<file path="src/dcache_pkg.sv">
package dcache_pkg;

    ////////////////////////////////////////////////////////////
    // cache geometry
    ////////////////////////////////////////////////////////////

    // byte address width on both apb ports
    localparam int ADDR_W   = 16;

    // two-way set associative
    localparam int WAYS     = 2;

    // 16 sets, one word per line
    localparam int INDEX_W  = 4;
    localparam int SETS     = 1 << INDEX_W;

    // word aligned, low two address bits carry no information
    localparam int OFFSET_W = 2;

    // remaining upper address bits form the tag
    localparam int TAG_W    = ADDR_W - INDEX_W - OFFSET_W;

    // cpu and memory word width
    localparam int DATA_W   = 32;

    ////////////////////////////////////////////////////////////
    // shared types
    ////////////////////////////////////////////////////////////

    // set address into tag and data rams
    typedef logic [INDEX_W-1:0] index_t;

    // tag payload and compare value
    typedef logic [TAG_W-1:0]   tag_t;

    // data payload, cpu and memory data
    typedef logic [DATA_W-1:0]  word_t;

endpackage

</file>
<file path="src/bram.sv">
`timescale 1ns/1ps

module bram #(
    parameter type payload_t = dcache_pkg::word_t
) (
    input  logic               clk,
    input  logic               we,
    input  dcache_pkg::index_t waddr,
    input  payload_t           din,
    input  dcache_pkg::index_t raddr,
    output payload_t           dout
);
    import dcache_pkg::*;

    // one entry per set
    payload_t mem [SETS];

    // write port
    always_ff @(posedge clk) begin
        if (we) begin
            mem[waddr] <= din;
        end
    end

    // registered read port
    // same-address write and read in one cycle gives the old entry
    always_ff @(posedge clk) begin
        dout <= mem[raddr];
    end

endmodule

</file>
<file path="src/dcache_tagv.sv">
`timescale 1ns/1ps

module dcache_tagv (
    input  logic                        clk,
    input  logic                        rst_n,
    input  dcache_pkg::index_t          rd_index,
    input  dcache_pkg::tag_t            lookup_tag,
    input  dcache_pkg::index_t          wr_index,
    input  dcache_pkg::tag_t            fill_tag,
    input  logic [dcache_pkg::WAYS-1:0] tag_we,
    output logic [dcache_pkg::WAYS-1:0] hit
);
    import dcache_pkg::*;

    // stored tag per way, valid one cycle after rd_index
    tag_t way_tag [WAYS];

    // one valid bit per set and way
    logic [WAYS-1:0][SETS-1:0] valid;

    // buffered read address, lines up with the ram output
    index_t lookup_index;

    ////////////////////////////////////////////////////////////
    // valid bits
    ////////////////////////////////////////////////////////////

    // cleared on reset, set by a tag write to that way
    always_ff @(posedge clk) begin
        if (!rst_n) begin
            valid <= '0;
        end else begin
            for (int w = 0; w < WAYS; w++) begin
                if (tag_we[w]) begin
                    valid[w][wr_index] <= 1'b1;
                end
            end
        end
    end

    // same delay as the bram read port
    always_ff @(posedge clk) begin
        lookup_index <= rd_index;
    end

    ////////////////////////////////////////////////////////////
    // tag ways and compare
    ////////////////////////////////////////////////////////////

    for (genvar w = 0; w < WAYS; w++) begin : g_way
        bram #(
            .payload_t (tag_t)
        ) i_tag_ram (
            .clk   (clk),
            .we    (tag_we[w]),
            .waddr (wr_index),
            .din   (fill_tag),
            .raddr (rd_index),
            .dout  (way_tag[w])
        );

        // tag match only counts on a valid line
        assign hit[w] = valid[w][lookup_index] && (way_tag[w] == lookup_tag);
    end

endmodule

</file>
<file path="src/dcache_data.sv">
`timescale 1ns/1ps

module dcache_data (
    input  logic                        clk,
    input  dcache_pkg::index_t          rd_index,
    input  dcache_pkg::index_t          wr_index,
    input  dcache_pkg::word_t           wr_data,
    input  logic [dcache_pkg::WAYS-1:0] data_we,
    input  logic [dcache_pkg::WAYS-1:0] hit,
    output dcache_pkg::word_t           rdata_hit
);
    import dcache_pkg::*;

    // registered word of each way for the set on rd_index
    word_t way_data [WAYS];

    ////////////////////////////////////////////////////////////
    // data ways
    ////////////////////////////////////////////////////////////

    // shared read index keeps data and tag outputs aligned
    for (genvar w = 0; w < WAYS; w++) begin : g_way
        bram #(
            .payload_t (word_t)
        ) i_data_ram (
            .clk   (clk),
            .we    (data_we[w]),
            .waddr (wr_index),
            .din   (wr_data),
            .raddr (rd_index),
            .dout  (way_data[w])
        );
    end

    ////////////////////////////////////////////////////////////
    // hit way select
    ////////////////////////////////////////////////////////////

    // hit is one-hot or zero
    // no hit gives zero
    always_comb begin
        rdata_hit = '0;
        for (int w = 0; w < WAYS; w++) begin
            if (hit[w]) begin
                rdata_hit = rdata_hit | way_data[w];
            end
        end
    end

endmodule

</file>
<file path="src/dcache_ctrl.sv">
`timescale 1ns/1ps

module dcache_ctrl (
    input  logic                          clk,
    input  logic                          rst_n,

    // cpu side apb completer
    input  logic                          psel,
    input  logic                          penable,
    input  logic                          pwrite,
    input  logic [dcache_pkg::ADDR_W-1:0] paddr,
    input  dcache_pkg::word_t             pwdata,
    output dcache_pkg::word_t             prdata,
    output logic                          pready,

    // tag/valid and data arrays
    input  logic [dcache_pkg::WAYS-1:0]   hit,
    input  dcache_pkg::word_t             rdata_hit,
    output dcache_pkg::index_t            rd_index,
    output dcache_pkg::tag_t              lookup_tag,
    output dcache_pkg::index_t            wr_index,
    output dcache_pkg::tag_t              fill_tag,
    output dcache_pkg::word_t             wr_data,
    output logic [dcache_pkg::WAYS-1:0]   tag_we,
    output logic [dcache_pkg::WAYS-1:0]   data_we,

    // memory side apb requester
    output logic                          m_psel,
    output logic                          m_penable,
    output logic                          m_pwrite,
    output logic [dcache_pkg::ADDR_W-1:0] m_paddr,
    output dcache_pkg::word_t             m_pwdata,
    input  dcache_pkg::word_t             m_prdata,
    input  logic                          m_pready
);
    import dcache_pkg::*;

    typedef enum logic [2:0] {
        S_IDLE,
        S_LOOKUP,
        S_MSETUP,
        S_MACCESS,
        S_FINISH
    } state_t;

    state_t state;
    state_t state_nxt;

    // address fields of the current cpu transfer
    tag_t   cpu_tag;
    index_t cpu_index;

    // hit vector seen in the lookup cycle
    logic [WAYS-1:0] hit_q;

    // word returned by memory
    word_t mem_q;

    // per-set replacement bit naming the way to fill next
    logic [SETS-1:0] lru;

    logic            fill_way;
    logic [WAYS-1:0] fill_mask;

    logic read_hit;
    logic fill_en;
    logic wr_update;

    ////////////////////////////////////////////////////////////
    // address split and array controls
    ////////////////////////////////////////////////////////////

    // paddr holds through setup and access and drives the arrays directly
    assign cpu_tag   = paddr[ADDR_W-1 -: TAG_W];
    assign cpu_index = paddr[OFFSET_W +: INDEX_W];

    // read address presented in the setup cycle
    assign rd_index   = cpu_index;
    assign lookup_tag = cpu_tag;
    assign wr_index   = cpu_index;
    assign fill_tag   = cpu_tag;

    // fill way from the lru bit of this set
    assign fill_way = lru[cpu_index];

    always_comb begin
        fill_mask           = '0;
        fill_mask[fill_way] = 1'b1;
    end

    // read hit answers in the first access cycle
    assign read_hit = (state == S_LOOKUP) && !pwrite && (|hit);

    // read miss fill one cycle after memory returns
    assign fill_en = (state == S_FINISH) && !pwrite;

    // write hit updates the cached word on the memory ready cycle
    assign wr_update = (state == S_MACCESS) && m_pready && pwrite;

    assign tag_we  = fill_en ? fill_mask : '0;

    always_comb begin
        data_we = '0;
        if (fill_en) begin
            data_we = fill_mask;
        end else if (wr_update) begin
            data_we = hit_q;
        end
    end

    // cpu data on writes and memory word on fills
    assign wr_data = pwrite ? pwdata : mem_q;

    ////////////////////////////////////////////////////////////
    // cpu and memory apb outputs
    ////////////////////////////////////////////////////////////

    assign pready = read_hit || (state == S_FINISH);

    always_comb begin
        prdata = '0;
        if (state == S_LOOKUP) begin
            prdata = rdata_hit;
        end else if (state == S_FINISH) begin
            prdata = mem_q;
        end
    end

    // memory transfer mirrors the held cpu request
    assign m_psel    = (state == S_MSETUP) || (state == S_MACCESS);
    assign m_penable = (state == S_MACCESS);
    assign m_pwrite  = pwrite;
    assign m_paddr   = paddr;
    assign m_pwdata  = pwdata;

    ////////////////////////////////////////////////////////////
    // state machine
    ////////////////////////////////////////////////////////////

    always_comb begin
        state_nxt = state;
        case (state)
            // wait for an apb setup phase
            S_IDLE: begin
                if (psel && !penable) begin
                    state_nxt = S_LOOKUP;
                end
            end
            // read hit ends here and everything else goes to memory
            S_LOOKUP: begin
                if (read_hit) begin
                    state_nxt = S_IDLE;
                end else begin
                    state_nxt = S_MSETUP;
                end
            end
            S_MSETUP: begin
                state_nxt = S_MACCESS;
            end
            // hold until memory ends its wait states
            S_MACCESS: begin
                if (m_pready) begin
                    state_nxt = S_FINISH;
                end
            end
            S_FINISH: begin
                state_nxt = S_IDLE;
            end
            default: begin
                state_nxt = S_IDLE;
            end
        endcase
    end

    always_ff @(posedge clk) begin
        if (!rst_n) begin
            state <= S_IDLE;
        end else begin
            state <= state_nxt;
        end
    end

    // lookup result and memory word
    always_ff @(posedge clk) begin
        if (state == S_LOOKUP) begin
            hit_q <= hit;
        end
        if ((state == S_MACCESS) && m_pready) begin
            mem_q <= m_prdata;
        end
    end

    ////////////////////////////////////////////////////////////
    // lru bits
    ////////////////////////////////////////////////////////////

    // with two ways the bit points away from the last used way
    // writes leave it alone
    always_ff @(posedge clk) begin
        if (!rst_n) begin
            lru <= '0;
        end else if (read_hit) begin
            // a way 0 hit selects way 1 next and the reverse
            lru[cpu_index] <= hit[0];
        end else if (fill_en) begin
            lru[cpu_index] <= ~fill_way;
        end
    end

endmodule

</file>
<file path="src/dcache_top.sv">
`timescale 1ns/1ps

module dcache_top (
    input  logic                          clk,
    input  logic                          rst_n,

    // cpu side apb
    input  logic                          psel,
    input  logic                          penable,
    input  logic                          pwrite,
    input  logic [dcache_pkg::ADDR_W-1:0] paddr,
    input  dcache_pkg::word_t             pwdata,
    output dcache_pkg::word_t             prdata,
    output logic                          pready,

    // memory side apb
    output logic                          m_psel,
    output logic                          m_penable,
    output logic                          m_pwrite,
    output logic [dcache_pkg::ADDR_W-1:0] m_paddr,
    output dcache_pkg::word_t             m_pwdata,
    input  dcache_pkg::word_t             m_prdata,
    input  logic                          m_pready
);
    import dcache_pkg::*;

    // controller to arrays
    index_t          rd_index;
    tag_t            lookup_tag;
    index_t          wr_index;
    tag_t            fill_tag;
    word_t           wr_data;
    logic [WAYS-1:0] tag_we;
    logic [WAYS-1:0] data_we;

    // arrays back to controller
    logic [WAYS-1:0] hit;
    word_t           rdata_hit;

    dcache_ctrl i_dcache_ctrl (
        .clk        (clk),
        .rst_n      (rst_n),
        .psel       (psel),
        .penable    (penable),
        .pwrite     (pwrite),
        .paddr      (paddr),
        .pwdata     (pwdata),
        .prdata     (prdata),
        .pready     (pready),
        .hit        (hit),
        .rdata_hit  (rdata_hit),
        .rd_index   (rd_index),
        .lookup_tag (lookup_tag),
        .wr_index   (wr_index),
        .fill_tag   (fill_tag),
        .wr_data    (wr_data),
        .tag_we     (tag_we),
        .data_we    (data_we),
        .m_psel     (m_psel),
        .m_penable  (m_penable),
        .m_pwrite   (m_pwrite),
        .m_paddr    (m_paddr),
        .m_pwdata   (m_pwdata),
        .m_prdata   (m_prdata),
        .m_pready   (m_pready)
    );

    dcache_tagv i_dcache_tagv (
        .clk        (clk),
        .rst_n      (rst_n),
        .rd_index   (rd_index),
        .lookup_tag (lookup_tag),
        .wr_index   (wr_index),
        .fill_tag   (fill_tag),
        .tag_we     (tag_we),
        .hit        (hit)
    );

    dcache_data i_dcache_data (
        .clk        (clk),
        .rd_index   (rd_index),
        .wr_index   (wr_index),
        .wr_data    (wr_data),
        .data_we    (data_we),
        .hit        (hit),
        .rdata_hit  (rdata_hit)
    );

endmodule

</file>
<file path="config.mk">
export PLATFORM = sky130hd
export DESIGN_NAME = dcache_top
export DESIGN_NICKNAME = d
export VERILOG_FILES = /design/src/dcache_pkg.sv /design/src/bram.sv /design/src/dcache_tagv.sv /design/src/dcache_data.sv /design/src/dcache_ctrl.sv /design/src/dcache_top.sv
export SDC_FILE = /design/constraint.sdc
export NUM_CORES = 2
export LEC_CHECK = 0
export BUFFER_PORTS_ARGS = -buffer_cell sky130_fd_sc_hd__buf_2
export CORE_ASPECT_RATIO = 2
export CORE_MARGIN = 1.5
export CORE_UTILIZATION = 45
export CTS_BUF_LIST = sky130_fd_sc_hd__clkbuf_4
export DETAILED_ROUTE_END_ITERATION = 10
export GPL_TIMING_DRIVEN = 0
export PLACE_DENSITY_LB_ADDON = 0.25
export SYNTH_ARGS = -nofsm -noshare
export SYNTH_HDL_FRONTEND = slang
export SYNTH_HIERARCHICAL = 1
export SYNTH_SLANG_ARGS = --single-unit
export TNS_END_PERCENT = 5
</file>
<file path="constraint.sdc">
create_clock -name clk -period 7.1 [get_ports clk]
set_input_delay 1.42 -clock clk [delete_from_list [all_inputs] [get_ports clk]]
set_output_delay 1.42 -clock clk [all_outputs]
set_load 0.02 [all_outputs]
</file>
---- Yosys cells after proc, flatten, opt, wreduce, memory -nomap -nowiden ----
Memory sizes are Yosys's and may differ from the RTL's. A register that Yosys moved wholly into a read port is not among the register bits.
Cells that the tools add are included.
storage, ports and cells
  bits in registers ....................... 89
  bits in writable memories ............... 1344
  input port bits ......................... 86
  output and inout bits ................... 84
  memories ................................ 4
memory list
  name                                   words  width  read ports  clocked after memory_dff  write ports  line        text
  i_dcache_data.g_way[0].i_data_ram.mem  16     32     1           1                         1            bram.sv:16  payload_t mem [SETS];
  i_dcache_data.g_way[1].i_data_ram.mem  16     32     1           1                         1            bram.sv:16
  i_dcache_tagv.g_way[0].i_tag_ram.mem   16     10     1           1                         1            bram.sv:16
  i_dcache_tagv.g_way[1].i_tag_ram.mem   16     10     1           1                         1            bram.sv:16
operators by class
  $lt $le $gt $ge ......................... 5
  equal/unequal tests ..................... 8
  mux-type cells .......................... 34
  bitwise gates (word level) .............. 4
  reduce and logical (&&, ||, !) cells .... 18
operators by type and width
  kind                count
  $mux 32             5
  $bwmux 16           2
  $mux 16             2
  $or 16x16->16       2
  $or 32x32->32       1
  $eq 10x10->1        2
  $mux 1              13
  $bmux 1 s4          3
  $pmux 3 s4          1
  $logic_and 1x1->1   10
  $lt 4x5->1 const B  2
  $mux 2              4
  $eq 3x2->1 const B  2
  $mux 3              2
  $demux 1 s4         1
  $ge 4x1->1 const B  1
  $ne 2x1->1 const B  2
  $eq 3x1->1 const B  1
  $eq 3x3->1 const B  1
  $logic_not 3->1     1
  $logic_not 1->1     2
  $logic_or 1x1->1    2
  $lt 1x2->1 const B  1
  $reduce_and 2->1    1
  5 further kinds     5

---- Longest topological paths before layout ----
  word-level depth ........................ 9
  depth in mapped cells ................... 10
  depth with buffers taken out ............ 9

---- Cells and area by module ----
The synthesis kept the hierarchy.
by module, submodules not included
  module                                         instances  cells each  area an instance (um^2)  seq. area each (um^2)
  bram at i_dcache_data.g_way[0].i_data_ram ...  2          838         19854.0                  16015.4
  bram at i_dcache_tagv.g_way[0].i_tag_ram ...   2          279         6353.6                   5004.8
  dcache_ctrl                                    1          319         3400.8                   1401.3
  dcache_tagv                                    1          166         1685.4                   720.7
  dcache_data                                    1          38          350.3                    0.0

---- Least setup slack after synthesis ----
OpenSTA, ideal clock, no wires.
  path kind ............................... input to register
  start point ............................. input port m_pready
  end point ............................... memory i_dcache_data/g_way[0].i_data_ram/mem[0][0] (netlist name) (enable)
  setup time .............................. 0.461 ns
  data arrival time ....................... 6.012 ns
  slack ................................... 0.627 ns
  cell stages on the path ................. 5
  path buffers ............................ 0
  cells stage by stage .................... nand2_1 nor2_1 a32o_1 or3b_2 nor3_1
on the way
  longest elaborated chain between the ends .. 6
ends and longest elaborated chain
  element                          line                text
  from (decl)                      dcache_top.sv:23    input logic m_pready
  $logic_and 1x1->1 (2 in series)  dcache_ctrl.sv:98   assign wr_update = (state == S_MACCESS) && m_pready && pwrite;
  $mux 2                           dcache_ctrl.sv:106  end else if (wr_update) begin
  $mux 2                           dcache_ctrl.sv:104  if (fill_en) begin
  net data_we[0]                   dcache_top.sv:34    logic [WAYS-1:0] data_we;
  $mux 1                           bram.sv:20          if (we) begin
  $mux 1 (not written as such)     bram.sv:21          mem[waddr] <= din;
  to (decl)                        bram.sv:16
The timed path passes the listed nets, and every way through them passes these cells.

---- Worst setup path in the final report ----
  start point ............................. input port paddr[11] (netlist name)
  end point ............................... output port prdata[18]
RTL lines
  element            line                text
  from (decl)        dcache_top.sv:11    input logic [dcache_pkg::ADDR_W-1:0] paddr,
  $eq 10x10->1       dcache_tagv.sv:63   assign hit[w] = valid[w][lookup_index] && (way_tag[w] == lookup_tag);
  $logic_and 1x1->1  dcache_tagv.sv:63
  net hit[1]         dcache_top.sv:37    logic [WAYS-1:0] hit;
  $mux 32            dcache_data.sv:44   if (hit[w]) begin
  net rdata_hit[18]  dcache_top.sv:38    word_t rdata_hit;
  $mux 32            dcache_ctrl.sv:122  if (state == S_LOOKUP) begin
  to (decl)          dcache_top.sv:13    output dcache_pkg::word_t prdata,
The timed path passes the listed nets, and every way through them passes these cells.

==> qor.csv <==
metric;value;unit
outcome;finished clean;
start_kind;input pin;
max_freq;176.2;MHz
place_area;61870;µm²
postCtsSetupBuffers;0;
ys_top_cells_by_area;edfxtp_1, mux4_2, dfxtp_1;
grt_max_degree;37;
fin_util;0.5196;
synth_top_area_share;0.7153;
grt_setup_unrepaired;false;
hold_buffers;0;
fp-row-count;185;
finalNetCount;3399;
tightest_slew;1.369;ns
holdCritPathClass;input pin to flip-flop;
via_per_inst;5.668;
grt_antenna_before_repair;4;
pin_count;170;
syn_avg_cell_area;20.98;µm²
gr-usage-all-layers;0.2258;
critPathArrivalTime;4.26;ns
drv_slew;0;
synth-seq-cells;1517;
vdd_drop_max;187.9;µV
cp-endpoint;prdata[18];
drv_cap;0;
io_buffers;155;
slew_headroom;0.08748;
ff2ff_setup_slack;3.33;ns
clockBufferDepth;4;
wl_per_cell;27.96;µm
reg2reg_from;i_dcache_ctrl/lru[13]$_SDFFE_PN0P_;
grt_pass1_vias;32640;
gp_congestion;0.8031;
grt_pass1_wl;210600;µm
final_cell_mix;edfxtp_1, clkbuf_4, mux4_2, a22oi_1, buf_2;
finalSetupViolCount;0;
drtIter0Drc;2370;
fin_skew;0.1033;ns
required;5.68;ns
ant_nets;0;
cts_sinks;1517;
die_width;256.5;µm
min_period;5.675;ns
syn_nets;2843;
syn_inst;2757;
reg2reg_depth;9;
fin_crit_sh;0.7993;
drive_above_1_share;0.3539;
synth_top_area_cell;edfxtp_1;
timing.rr.end;i_dcache_data/g_way[0].i_data_ram/mem[0][4]$_DFFE_PP_;
powerDensity;262.0;nW/µm²
crit_path_end_kind;primary output;
grt-ovfl-total;0;
hold_viol_final;0;
path_class;input pin to primary output;
cts_resized;0;
cts_tree;done;
numCtsBuffers;344;
critPathLaunch;paddr[11];
initial_utilization;0.4544;
vias;29780;
stdcell_area;66160;µm²
place_ws;1.283;ns
htree_levels;5;
yosys_warnings;6;
drc;0;
clk_pin_slew_worst_paths;0.07;ns
p_leak;21.92;nW
fp.dieH;510.1;µm
worstSkewPairLatency;1.25;ns
routed_wl;147000;µm
drt-pass1-iter-count;5;
hold_slack;0.3386;ns
coreArea;127300;µm²
root_buffer;clkbuf_4;
synth_cell_types;46;
syn-cell-area;57850;µm²
die-area;130900;µm²
crit_fanout;10;
seq_area_frac_synth;0.7634;
fin_ws;1.425;ns
area_delta_synth_final;14.35;%
hpwl;99530;µm
layout_commonest_cell;edfxtp_1;
-- power by group --
| part | internal [mW] | switching [mW] | total, mW |
|---|---|---|---|
| registers | 9.78 | 0.0281 | 9.81 |
| clock network | 3.38 | 3.29 | 6.68 |
| logic | 0.313 | 0.533 | 0.846 |
-- cells in the mapped netlist (all sizes together) --
| master | number |
|---|---|
| or3b | 4 |
| nand4 | 2 |
| nand3b | 12 |
| a31o | 1 |
| xor2 | 16 |
| o41ai | 1 |
| nor3b | 2 |
| a41o | 1 |
| a21oi | 6 |
| nor4 | 6 |
| and4b | 1 |
| mux2i | 23 |
| nor2 | 81 |
| inv | 3 |
| nand3 | 12 |
| a32o | 2 |
| a22o | 64 |
| nor3 | 25 |
| mux2 | 33 |
| xnor2 | 4 |
| mux4 | 345 |
| o21bai | 1 |
| nor2b | 24 |
| a31oi | 5 |
| o21ai | 3 |
| or2 | 1 |
| nor4b | 1 |
| a22oi | 171 |
| a21boi | 1 |
| or3 | 1 |
| and2 | 6 |
| buf | 164 |
| a2bb2oi | 1 |
| nand2b | 13 |
| nand2 | 126 |
| edfxtp | 1378 |
| o21a | 25 |
| clkbuf | 53 |
| dfxtp | 139 |
-- logic make-up after synthesis --
family          count (synthesis)  share of synthesized area
flops                        1517                     0.7634
buf+inv                       220                    0.02377
xor+xnor                       20                   0.003028
compound gates                282                    0.03811
mux                           401                     0.1465
simple gates                  317                    0.02520
-- metal layers --
metal | GRT usage | up-vias | share of wire | routed length [µm]
met2 | 0.4338 | 1269 | 0.57 | 83480
met3 | 0.04425 | 341 | 0.057 | 8437
met4 | 0.1171 | 0 | 0.048 | 7029
met5 | 0 | - | 0 | 0
li1 | - | 12720 | - | -
met1 | 0.2281 | 15450 | 0.33 | 48010
-- area by class of cell --
cell class,instances,area [µm²]
Fill cell,10270,61150
Sequential cell,1517,44160
Clock inverter,113,616.8
Buffer,217,1364
Antenna cell,6,15.01
Multi-Input combinational cell,1020,12600
Tap cell,1683,2106
Clock buffer,486,3649
Inverter,3,11.26
Timing Repair Buffer,210,1633
-- registers in the layout, summed over array words and instances (netlist names) --
name / flops
i_dcache_data/g_way.i_data_ram/mem: 1024
i_dcache_tagv/g_way.i_tag_ram/mem: 320
i_dcache_data/g_way.i_data_ram/dout: 64
i_dcache_ctrl/mem_q: 32
i_dcache_tagv/valid: 32
i_dcache_tagv/g_way.i_tag_ram/dout: 20
i_dcache_ctrl/lru: 16
i_dcache_tagv/lookup_index: 4
i_dcache_ctrl/state: 3
i_dcache_ctrl/hit_q: 2
-- worst min path at each step --
stage	to	slack [ns]	from	cells past startpoint
after floorplan	i_dcache_tagv/valid[11]$_SDFFE_PN0P_	0.43	i_dcache_tagv/valid[11]$_SDFFE_PN0P_	1
after global placement	i_dcache_tagv/valid[3]$_SDFFE_PN0P_	0.44	i_dcache_tagv/valid[3]$_SDFFE_PN0P_	1
after detailed placement	i_dcache_tagv/valid[11]$_SDFFE_PN0P_	0.45	i_dcache_tagv/valid[11]$_SDFFE_PN0P_	1
after CTS	i_dcache_ctrl/mem_q[16]$_DFFE_PP_	0.18	m_prdata[16]	1
after global routing	i_dcache_ctrl/mem_q[2]$_DFFE_PP_	0.17	m_prdata[2]	1
final	i_dcache_ctrl/mem_q[2]$_DFFE_PP_	0.34	m_prdata[2]	1
-- critical path: stages --
cell and delay [ns]:
buf_4 0.12, xor2_1 0.15, nor4_1 0.30, nand4_1 0.35
a31oi_2 0.88, buf_6 0.30, a22o_1 0.17, a22o_1 0.32
buf_2 0.23
-- per-stage QoR --
step                setup TNS (ns)  total power [mW]  std cells
floorplan                        0             10.53       2757
global placement          -2020.75             10.83       4595
detailed placement               0             10.86       4650
CTS                              0             17.53       5249
global route                     0             17.99       5255
finish                           0             17.34       5255
(Power assumes the default switching activity.)
